## config.mk

```make
export PLATFORM = sky130hd
export DESIGN_NAME = knights_tour_top
export DESIGN_NICKNAME = d
export VERILOG_FILES = /design/src/tour_pkg.sv /design/src/cmd_pkg.sv /design/src/tour_logic.sv /design/src/tour_cmd.sv /design/src/knights_tour_top.sv
export VERILOG_INCLUDE_DIRS = /design/src
export SDC_FILE = /design/constraint.sdc
export NUM_CORES = 1
export LEC_CHECK = 0
export ABC_AREA = 1
export BUFFER_PORTS_ARGS = -buffer_cell sky130_fd_sc_hd__buf_2
export CAP_MARGIN = 20
export CORE_AREA = 2 2 210 212
export DETAILED_ROUTE_END_ITERATION = 16
export DIE_AREA = 0 0 212 214
export GPL_TIMING_DRIVEN = 0
export PLACE_DENSITY = 0.76
export SLEW_MARGIN = 20
export SYNTH_ARGS = -nofsm -noshare
export SYNTH_HDL_FRONTEND = slang
export SYNTH_SLANG_ARGS = --single-unit
```

## constraint.sdc

```tcl
create_clock -name clk -period 7.7 [get_ports clk]
set_input_delay 0.385 -clock clk [delete_from_list [all_inputs] [get_ports clk]]
set_output_delay 0.385 -clock clk [all_outputs]
set_load 0.02 [all_outputs]
```

## src/tour_defines.svh

```systemverilog
`ifndef TOUR_DEFINES_SVH
`define TOUR_DEFINES_SVH

//////////////////////////////////////////////////////////////////////
// board and tour dimensions
//////////////////////////////////////////////////////////////////////

// side of the square board
`define BOARD_DIM 5

// moves in a full tour, one less than the square count
`define TOUR_MOVES 24

// two straight segments per knight move
`define TOUR_SEGS 48

`endif

```

## src/tour_pkg.sv

```systemverilog
`include "tour_defines.svh"

package tour_pkg;

  //////////////////////////////////////////////////////////////////////
  // board types
  //////////////////////////////////////////////////////////////////////

  // square coordinate along one axis, 0 to 4
  typedef logic [2:0] coord_t;

  // one-hot move code, bit i selects offset pair i
  typedef logic [7:0] move_t;

  // move number or readout index
  typedef logic [4:0] move_idx_t;

  // signed step along one axis, -2 to 2
  typedef logic signed [2:0] offset_t;

  //////////////////////////////////////////////////////////////////////
  // move offsets
  //////////////////////////////////////////////////////////////////////

  // x step of a one-hot move, zero for anything not one-hot
  function automatic offset_t off_x(input move_t m);
    offset_t o;
    case (m)
      8'b0000_0001: o = 3'sd1;
      8'b0000_0010: o = -3'sd1;
      8'b0000_0100: o = -3'sd2;
      8'b0000_1000: o = -3'sd2;
      8'b0001_0000: o = -3'sd1;
      8'b0010_0000: o = 3'sd1;
      8'b0100_0000: o = 3'sd2;
      8'b1000_0000: o = 3'sd2;
      default:      o = 3'sd0;
    endcase
    return o;
  endfunction

  // y step of a one-hot move
  function automatic offset_t off_y(input move_t m);
    offset_t o;
    case (m)
      8'b0000_0001: o = 3'sd2;
      8'b0000_0010: o = 3'sd2;
      8'b0000_0100: o = 3'sd1;
      8'b0000_1000: o = -3'sd1;
      8'b0001_0000: o = -3'sd2;
      8'b0010_0000: o = -3'sd2;
      8'b0100_0000: o = -3'sd1;
      8'b1000_0000: o = 3'sd1;
      default:      o = 3'sd0;
    endcase
    return o;
  endfunction

  // coordinate plus a signed step, wraps when off the board
  function automatic coord_t neighbor(input coord_t c, input offset_t o);
    logic signed [3:0] sum;
    sum = $signed({1'b0, c}) + o;
    return coord_t'(sum[2:0]);
  endfunction

  // every move that stays on the board from square (x, y)
  function automatic move_t legal_moves(input coord_t x, input coord_t y);
    move_t             m;
    move_t             ok;
    logic signed [3:0] nx;
    logic signed [3:0] ny;
    ok = '0;
    for (int i = 0; i < 8; i++) begin
      m  = move_t'(1) << i;
      nx = $signed({1'b0, x}) + off_x(m);
      ny = $signed({1'b0, y}) + off_y(m);
      // landing square must sit inside both axes
      ok[i] = (nx >= 0) && (nx < `BOARD_DIM) && (ny >= 0) && (ny < `BOARD_DIM);
    end
    return ok;
  endfunction

endpackage

```

## src/cmd_pkg.sv

```systemverilog
package cmd_pkg;

  //////////////////////////////////////////////////////////////////////
  // motion command types
  //////////////////////////////////////////////////////////////////////

  // direction of a straight segment
  // north is +y, east is +x
  typedef enum logic [1:0] {
    NORTH,
    EAST,
    SOUTH,
    WEST
  } heading_t;

  // squares to travel, 1 or 2 for a knight segment
  typedef logic [1:0] seg_len_t;

  // one segment command as sent to the motion system
  typedef struct packed {
    heading_t heading;
    seg_len_t len;
  } seg_cmd_t;

endpackage

```

## src/tour_logic.sv

```systemverilog
`timescale 1ns/100ps
`include "tour_defines.svh"

module tour_logic (
  input  logic                clk,
  input  logic                rst_n,
  input  logic                go,
  input  tour_pkg::coord_t    x_start,
  input  tour_pkg::coord_t    y_start,
  input  tour_pkg::move_idx_t indx,
  output logic                done,
  output tour_pkg::move_t     move
);

  localparam int NUM_SQ = `BOARD_DIM * `BOARD_DIM;
  localparam int SQ_W   = $clog2(NUM_SQ);

  // deepest level, the move that completes the tour
  localparam tour_pkg::move_idx_t LAST_LVL = tour_pkg::move_idx_t'(`TOUR_MOVES - 1);
  // index the sequencer holds while no readout is under way
  localparam tour_pkg::move_idx_t PARKED   = tour_pkg::move_idx_t'(`TOUR_MOVES);

  typedef enum logic [2:0] {
    IDLE,
    INIT,
    POSSIBLE,
    MAKE_MOVE,
    BACKUP
  } state_t;

  state_t state;
  state_t nxt_state;

  // visited flag per square, y major
  logic [NUM_SQ-1:0] visited;

  // per level storage
  tour_pkg::move_t poss_moves [`TOUR_MOVES];
  tour_pkg::move_t last_move [`TOUR_MOVES];

  tour_pkg::move_t     move_try;
  tour_pkg::move_idx_t move_num;
  tour_pkg::coord_t    xx;
  tour_pkg::coord_t    yy;

  // landing square of the current candidate
  tour_pkg::coord_t nxt_x;
  tour_pkg::coord_t nxt_y;

  // square one level back when unwinding
  tour_pkg::move_t  prev_move;
  tour_pkg::coord_t back_x;
  tour_pkg::coord_t back_y;

  logic readout_busy;
  logic cand_ok;

  // fsm strobes
  logic start;
  logic init;
  logic calc;
  logic take;
  logic step;
  logic backup;

  // flat square number
  function automatic logic [SQ_W-1:0] sq_idx(input tour_pkg::coord_t x,
                                             input tour_pkg::coord_t y);
    return SQ_W'(y * `BOARD_DIM + x);
  endfunction

  //////////////////////////////////////////////////////////////////////
  // datapath decode
  //////////////////////////////////////////////////////////////////////

  // solver must not overwrite a tour that is still being read out
  assign readout_busy = (indx != PARKED);

  assign nxt_x = tour_pkg::neighbor(xx, tour_pkg::off_x(move_try));
  assign nxt_y = tour_pkg::neighbor(yy, tour_pkg::off_y(move_try));

  // candidate stays on the board and lands on a fresh square
  assign cand_ok = |(poss_moves[move_num] & move_try) && !visited[sq_idx(nxt_x, nxt_y)];

  // undo the move that brought us to this level
  assign prev_move = last_move[move_num - 1'b1];
  assign back_x    = tour_pkg::neighbor(xx, -tour_pkg::off_x(prev_move));
  assign back_y    = tour_pkg::neighbor(yy, -tour_pkg::off_y(prev_move));

  //////////////////////////////////////////////////////////////////////
  // search fsm
  //////////////////////////////////////////////////////////////////////

  always_ff @(posedge clk or negedge rst_n) begin
    if (!rst_n) begin
      state <= IDLE;
    end else begin
      state <= nxt_state;
    end
  end

  always_comb begin
    nxt_state = state;
    start     = 1'b0;
    init      = 1'b0;
    calc      = 1'b0;
    take      = 1'b0;
    step      = 1'b0;
    backup    = 1'b0;
    done      = 1'b0;
    case (state)
      IDLE: begin
        if (go && !readout_busy) begin
          start     = 1'b1;
          nxt_state = INIT;
        end
      end
      INIT: begin
        init      = 1'b1;
        nxt_state = POSSIBLE;
      end
      POSSIBLE: begin
        calc      = 1'b1;
        nxt_state = MAKE_MOVE;
      end
      MAKE_MOVE: begin
        if (cand_ok) begin
          take = 1'b1;
          if (move_num == LAST_LVL) begin
            done      = 1'b1;
            nxt_state = IDLE;
          end else begin
            nxt_state = POSSIBLE;
          end
        end else if (move_try != 8'h80) begin
          // hold here and try the next candidate
          step = 1'b1;
        end else begin
          nxt_state = BACKUP;
        end
      end
      BACKUP: begin
        backup = 1'b1;
        // level above also exhausted, keep unwinding
        if (prev_move != 8'h80) begin
          nxt_state = MAKE_MOVE;
        end
      end
      default: begin
        nxt_state = IDLE;
      end
    endcase
  end

  //////////////////////////////////////////////////////////////////////
  // control registers
  //////////////////////////////////////////////////////////////////////

  // knight position
  always_ff @(posedge clk or negedge rst_n) begin
    if (!rst_n) begin
      xx <= '0;
      yy <= '0;
    end else if (start) begin
      xx <= x_start;
      yy <= y_start;
    end else if (take) begin
      xx <= nxt_x;
      yy <= nxt_y;
    end else if (backup) begin
      xx <= back_x;
      yy <= back_y;
    end
  end

  // level counter, stays on the last level once the tour is placed
  always_ff @(posedge clk or negedge rst_n) begin
    if (!rst_n) begin
      move_num <= '0;
    end else if (init) begin
      move_num <= '0;
    end else if (take && (move_num != LAST_LVL)) begin
      move_num <= move_num + 1'b1;
    end else if (backup) begin
      move_num <= move_num - 1'b1;
    end
  end

  // candidate walker, resumes above the undone move after a backup
  always_ff @(posedge clk or negedge rst_n) begin
    if (!rst_n) begin
      move_try <= '0;
    end else if (calc) begin
      move_try <= 8'h01;
    end else if (step) begin
      move_try <= move_try << 1;
    end else if (backup) begin
      move_try <= prev_move << 1;
    end
  end

  //////////////////////////////////////////////////////////////////////
  // board and level memories
  //////////////////////////////////////////////////////////////////////

  always_ff @(posedge clk) begin
    if (init) begin
      visited                 <= '0;
      visited[sq_idx(xx, yy)] <= 1'b1;
    end else if (take) begin
      visited[sq_idx(nxt_x, nxt_y)] <= 1'b1;
    end else if (backup) begin
      visited[sq_idx(xx, yy)] <= 1'b0;
    end
  end

  always_ff @(posedge clk) begin
    if (calc) begin
      poss_moves[move_num] <= tour_pkg::legal_moves(xx, yy);
    end
  end

  always_ff @(posedge clk) begin
    if (take) begin
      last_move[move_num] <= move_try;
    end
  end

  // readout for the sequencer
  assign move = last_move[indx];

  //////////////////////////////////////////////////////////////////////
  // checks
  //////////////////////////////////////////////////////////////////////

  // no tour exists from the minority colour
  a_even_start: assert property (@(posedge clk) disable iff (!rst_n)
    start |-> (x_start[0] == y_start[0]));

  a_try_onehot0: assert property (@(posedge clk) disable iff (!rst_n)
    $onehot0(move_try));

  a_no_underflow: assert property (@(posedge clk) disable iff (!rst_n)
    (state == BACKUP) |-> (move_num != '0));

  // a finished search has covered every square
  a_full_board: assert property (@(posedge clk) disable iff (!rst_n)
    done |=> (&visited));

endmodule

```

## src/tour_cmd.sv

```systemverilog
`timescale 1ns/100ps
`include "tour_defines.svh"

module tour_cmd (
  input  logic                clk,
  input  logic                rst_n,
  input  logic                done,
  input  tour_pkg::move_t     move,
  input  logic                seg_done,
  output tour_pkg::move_idx_t indx,
  output logic                cmd_valid,
  output cmd_pkg::seg_cmd_t   cmd,
  output logic                tour_complete
);

  localparam tour_pkg::move_idx_t LAST_IDX = tour_pkg::move_idx_t'(`TOUR_MOVES - 1);
  // out of range index, tells the solver the tour memory is free
  localparam tour_pkg::move_idx_t PARKED   = tour_pkg::move_idx_t'(`TOUR_MOVES);

  typedef enum logic [2:0] {
    IDLE,
    FETCH,
    Y_SEG,
    WAIT_Y,
    X_SEG,
    WAIT_X,
    FINISH
  } state_t;

  state_t state;
  state_t nxt_state;

  tour_pkg::offset_t dx;
  tour_pkg::offset_t dy;

  // index strobes
  logic restart;
  logic advance;
  logic park;

  // segment length is the step magnitude
  function automatic cmd_pkg::seg_len_t seg_mag(input tour_pkg::offset_t o);
    tour_pkg::offset_t a;
    a = (o < 0) ? -o : o;
    return cmd_pkg::seg_len_t'(a[1:0]);
  endfunction

  //////////////////////////////////////////////////////////////////////
  // move decode
  //////////////////////////////////////////////////////////////////////

  assign dx = tour_pkg::off_x(move);
  assign dy = tour_pkg::off_y(move);

  // y leg first, x leg second
  always_comb begin
    if (state == X_SEG) begin
      cmd.heading = (dx > 0) ? cmd_pkg::EAST : cmd_pkg::WEST;
      cmd.len     = seg_mag(dx);
    end else begin
      cmd.heading = (dy > 0) ? cmd_pkg::NORTH : cmd_pkg::SOUTH;
      cmd.len     = seg_mag(dy);
    end
  end

  //////////////////////////////////////////////////////////////////////
  // sequencer fsm
  //////////////////////////////////////////////////////////////////////

  always_ff @(posedge clk or negedge rst_n) begin
    if (!rst_n) begin
      state <= IDLE;
    end else begin
      state <= nxt_state;
    end
  end

  always_comb begin
    nxt_state     = state;
    restart       = 1'b0;
    advance       = 1'b0;
    park          = 1'b0;
    cmd_valid     = 1'b0;
    tour_complete = 1'b0;
    case (state)
      IDLE: begin
        if (done) begin
          restart   = 1'b1;
          nxt_state = FETCH;
        end
      end
      // first move read from the solver memory
      FETCH: begin
        nxt_state = Y_SEG;
      end
      Y_SEG: begin
        cmd_valid = 1'b1;
        nxt_state = WAIT_Y;
      end
      WAIT_Y: begin
        if (seg_done) begin
          nxt_state = X_SEG;
        end
      end
      X_SEG: begin
        cmd_valid = 1'b1;
        nxt_state = WAIT_X;
      end
      WAIT_X: begin
        if (seg_done) begin
          if (indx == LAST_IDX) begin
            park      = 1'b1;
            nxt_state = FINISH;
          end else begin
            // next move is read while its y leg is issued
            advance   = 1'b1;
            nxt_state = Y_SEG;
          end
        end
      end
      FINISH: begin
        tour_complete = 1'b1;
        nxt_state     = IDLE;
      end
      default: begin
        nxt_state = IDLE;
      end
    endcase
  end

  // readout index
  always_ff @(posedge clk or negedge rst_n) begin
    if (!rst_n) begin
      indx <= PARKED;
    end else if (restart) begin
      indx <= '0;
    end else if (advance) begin
      indx <= indx + 1'b1;
    end else if (park) begin
      indx <= PARKED;
    end
  end

  //////////////////////////////////////////////////////////////////////
  // checks
  //////////////////////////////////////////////////////////////////////

  // motion system only answers an issued segment
  a_done_outstanding: assert property (@(posedge clk) disable iff (!rst_n)
    seg_done |-> ((state == WAIT_Y) || (state == WAIT_X)));

  a_move_onehot: assert property (@(posedge clk) disable iff (!rst_n)
    ((state == Y_SEG) || (state == X_SEG)) |-> $onehot(move));

endmodule

```

## src/knights_tour_top.sv

```systemverilog
`timescale 1ns/100ps

module knights_tour_top (
  input  logic              clk,
  input  logic              rst_n,
  input  logic              go,
  input  tour_pkg::coord_t  x_start,
  input  tour_pkg::coord_t  y_start,
  input  logic              seg_done,
  output logic              cmd_valid,
  output cmd_pkg::seg_cmd_t cmd,
  output logic              tour_complete
);

  // solver to sequencer
  logic                done;
  tour_pkg::move_idx_t indx;
  tour_pkg::move_t     move;

  //////////////////////////////////////////////////////////////////////
  // tour search
  //////////////////////////////////////////////////////////////////////

  tour_logic u_logic (
    .clk     (clk),
    .rst_n   (rst_n),
    .go      (go),
    .x_start (x_start),
    .y_start (y_start),
    .indx    (indx),
    .done    (done),
    .move    (move)
  );

  //////////////////////////////////////////////////////////////////////
  // segment sequencer
  //////////////////////////////////////////////////////////////////////

  tour_cmd u_cmd (
    .clk           (clk),
    .rst_n         (rst_n),
    .done          (done),
    .move          (move),
    .seg_done      (seg_done),
    .indx          (indx),
    .cmd_valid     (cmd_valid),
    .cmd           (cmd),
    .tour_complete (tour_complete)
  );

endmodule

```

==> results.cfg <==
[status]
status = completed

[worst_setup_path]
critPathMaxFanout = 27
cpMaxStageDelayCell = sky130_fd_sc_hd__dfrtp_1
crit-reg2reg-capture = u_logic.last_move[11][5]
crit_path_end_kind = register
critical_path.endpoint = u_logic.last_move[11][5]
worstPathArrival_ns = 7.47
timing_worst_setup_path_type = register to register
cp_slowest_stage_delay_ns = 1.11
crit_path_start = u_logic.move_try[7]
reg2reg_depth = 27
worst-r2r-setup-slack_ns = 0.43
timing.critical_path.mode_cell = sky130_fd_sc_hd__inv_1
cp-start-kind = register
r2r-start = u_logic.move_try[7]
timing.critical_path.required_ns = 7.90

[synthesis]
synth_nets = 2700
yosysMostFrequentCell = sky130_fd_sc_hd__nand2_1
postSynth.topFlopCell = sky130_fd_sc_hd__edfxtp_1
async_flop_share_pct = 6.83
synthesis.instances = 2647
ys_warns = 0
ys_seq_area_share_pct = 55.6
synth.top_cells.by_area = sky130_fd_sc_hd__edfxtp_1 (52%), sky130_fd_sc_hd__nand2_1 (12%), sky130_fd_sc_hd__o21ai_0 (5.0%)
mappedNetlistArea_mm2 = 0.0235
synth_cell_types = 51
ys_ff_latch = 439
post_synth_most_frequent_cells = sky130_fd_sc_hd__nand2_1 (735), sky130_fd_sc_hd__edfxtp_1 (409), sky130_fd_sc_hd__inv_1 (275), sky130_fd_sc_hd__nor2_1 (275), sky130_fd_sc_hd__o21ai_0 (234)
synth_area_leader_cell = sky130_fd_sc_hd__edfxtp_1
syn-mean-instance-area_um2 = 8.86
synth.top_cell.area_share_pct = 52.4
synth-edff-count = 409

[sta]
relSlewSlack_pct = 15.8
tightestPinTransition_ns = 1.26
drv_slew = 0
final.setup.tns_ns = 0
finalClockSkew_ns = 0.0251
fmaxAchievable_ghz = 0.138
finalCritPeriodShare_pct = 94.4
fin_crit_ns = 7.27
finalSetupViolations = 0
hold_viol_final = 0
grt_setup_unrepaired = false
holdWs_ns = 0.134

[floorplanning]
floorplan_die_area_mm2 = 0.0454
die_width_um = 212
die_y_um = 214
core_region_area_mm2 = 0.0429
io-pin-count = 16
floorplan.initialDensity_pct = 54.7
rows = 76

[clock_network]
cts_setup_buffers = 0
clock_tree_from_tritoncts = done
numCtsBuffers = 47
insertion_delay_ns = 0.60
cts_num_sinks = 439
path_clk_slew_ns = 0.06
cts_root_buf = sky130_fd_sc_hd__clkbuf_16
htree_num_levels = 2
clk_path_buf_depth = 3

[route]
antenna_left = 0
dr.first_iter.drc_count = 2629
avgViaCountPerCell = 5.98
first_pass_detailed_route_iteration_total = 8
dr_total_vias = 20100
post-route-drc-count = 0
drt_wl_total_um = 77000
wire_per_inst_um = 23.0

[layout]
fin_cells = 3353
fillerInstances = 3594
layout-area-overhead-vs-synth_pct = 11.6
final_nets = 2781
share_of_layout_cells_above_drive_strength_1_pct = 9.61

[power_and_ir_drop]
total_leakage_power_nw = 10.5
p_sw_w = 0.00155
proportion_of_power_drawn_by_combinational_gates_pct = 13.1
power.share.clock_pct = 41.7
p_per_area_mw_per_mm2 = 219
switching_share_pct = 27.0
worst_ir_drop_vdd_uv = 195
seq_power_share_pct = 45.2
power_report.internal_total_w = 0.00419

[grt]
grt_util_all_layers_pct = 33.9
grt_overflow_total = 0
number_of_antenna_violations_at_the_first_check_in_global_routing = 1
number_of_global_route_vias_before_repair = 19200
pin_count_of_the_biggest_net_entering_global_routing = 31
first_pass_grt_wire_length_um = 115000

[placed_design]
half_perimeter_wire_length_of_the_detailed_placement_result_um = 53200
place.port_buffers = 15
replace_congestion = 0.980
placedCellCount = 3262

[worst_hold_path]
worst_min_delay_path_category = primary input to register
holdPathStages = 5
hold_path.startpoint = y_start[1]

[run]
maxCapViolations = 0
[cells in the final DEF, fill, tap and decap left out, drive strengths merged]
cell type	synthesis	final
nand2	748	748
edfxtp	409	409
inv	284	285
nor2	282	282
o21ai	255	255
nand3	211	211
buf	92	122
clkbuf	36	94
a21oi	69	69
o211ai	56	56
ha	37	37
o22ai	33	33
dfrtp	28	28
nor3	27	27
clkinv	3	19
nand4	13	13
a22oi	9	9
xor2	9	9
o221ai	8	8
bufinv	0	8
xnor2	8	8
or2	7	7
fa	6	6
clkinvlp	0	5
nor4	4	4
o31ai	3	3
nand3b	2	2
a41oi	2	2
dlygate4sd3	0	2
dfstp	2	2
diode	0	1
a31oi	1	1
o2111ai	1	1
a21o	1	1
a31o	1	1
[metrics by stage]
stage / total power (W) / util, % / worst slack [ns] / area (um2)
floorplan: 0.00307 / - / 2.12 / 23500
global placement: 0.00334 / 56.6 / 0.357 / 24300
detailed placement: 0.00336 / 57.1 / 0.617 / 24500
CTS: 0.00571 / 61.0 / 0.581 / 26100
global route: 0.00587 / 61.0 / 0.0778 / 26200
finish: 0.00574 / 61.0 / 0.433 / 26200
[cells by family (layout without fill, tap and decap cells)]
logic type / count (synthesis) / in the layout / share of synthesized area, %
and+or+nand+nor: 1294 / 1294 / 22.8
AOI/OAI and AO/OA: 439 / 439 / 10.5
DFF: 439 / 439 / 55.6
buffers and inverters: 415 / 535 / 7.91
adders and majority gates: 43 / 43 / 2.49
xor gates and xnor gates: 17 / 17 / 0.763
other: 0 / 1 / 0
[worst min-delay path by stage]
stage	end	slack, ns
after floorplan	u_cmd.indx[0]	0.09
after global placement	u_cmd.state[0]	0.53
after detailed placement	u_cmd.indx[1]	0.55
after CTS	u_logic.yy[1]	0.11
after global routing	u_logic.yy[1]	0.18
final	u_logic.yy[1]	0.13
[repair_timing]
action	in CTS	in global routing
resized for setup	0	0
hold buffers	2	0
hold endpoints to repair	29	0
setup endpoints to repair	0	0
[critical path: cells and delay by family, from the launching register on]
kind | cells | cell delay [ns]
fa+ha+maj | 5 | 1.88
compound gates | 3 | 0.36
xor+xnor | 1 | 0.16
buf+inv | 8 | 1.17
flops | 1 | 1.11
simple gates | 10 | 2.16
[routing by layer]
| layer | wire [um] | track usage (%) | vias to the layer above | share of wire (%) |
|---|---|---|---|---|
| met4 | 4390 | 18.4 | 0 | 5.7 |
| met1 | 28900 | 43.2 | 9492 | 38 |
| li1 | - | - | 9057 | - |
| met3 | 8030 | 6.54 | 283 | 10 |
| met2 | 35600 | 54.6 | 1227 | 46 |
| met5 | 0 | 0 | - | 0 |
[area by class of cell]
cell class                 instances  area (um2)  share of cell area (%)
sequential                       439       13000                    49.8
multi-input combinational       1793        8660                    33.1
clock buffer                      58        1250                    4.77
inverter                         287        1080                    4.13
buffer                           128         776                    2.96
tap                              585         732                    2.80
clock inverter                    30         374                    1.43
timing repair buffer              32         254                   0.971
antenna                            1        2.50                 0.00956
[power groups by stage]
stage               clock (W)  combinational, W  sequential [W]
floorplan                   0          0.000429         0.00264
global placement            0          0.000703         0.00264
detailed placement          0          0.000715         0.00264
CTS                   0.00241          0.000718         0.00259
global route          0.00250          0.000782         0.00259
finish                0.00239          0.000752         0.00259
[registers in the layout, indices dropped and copies added (netlist names)]
signal	flops
u_logic.last_move	192
u_logic.poss_moves	192
u_logic.visited	25
u_logic.move_try	8
u_cmd.indx	5
u_logic.move_num	5
u_cmd.state	3
u_logic.state	3
u_logic.xx	3
u_logic.yy	3
(Power assumes the default switching activity.)
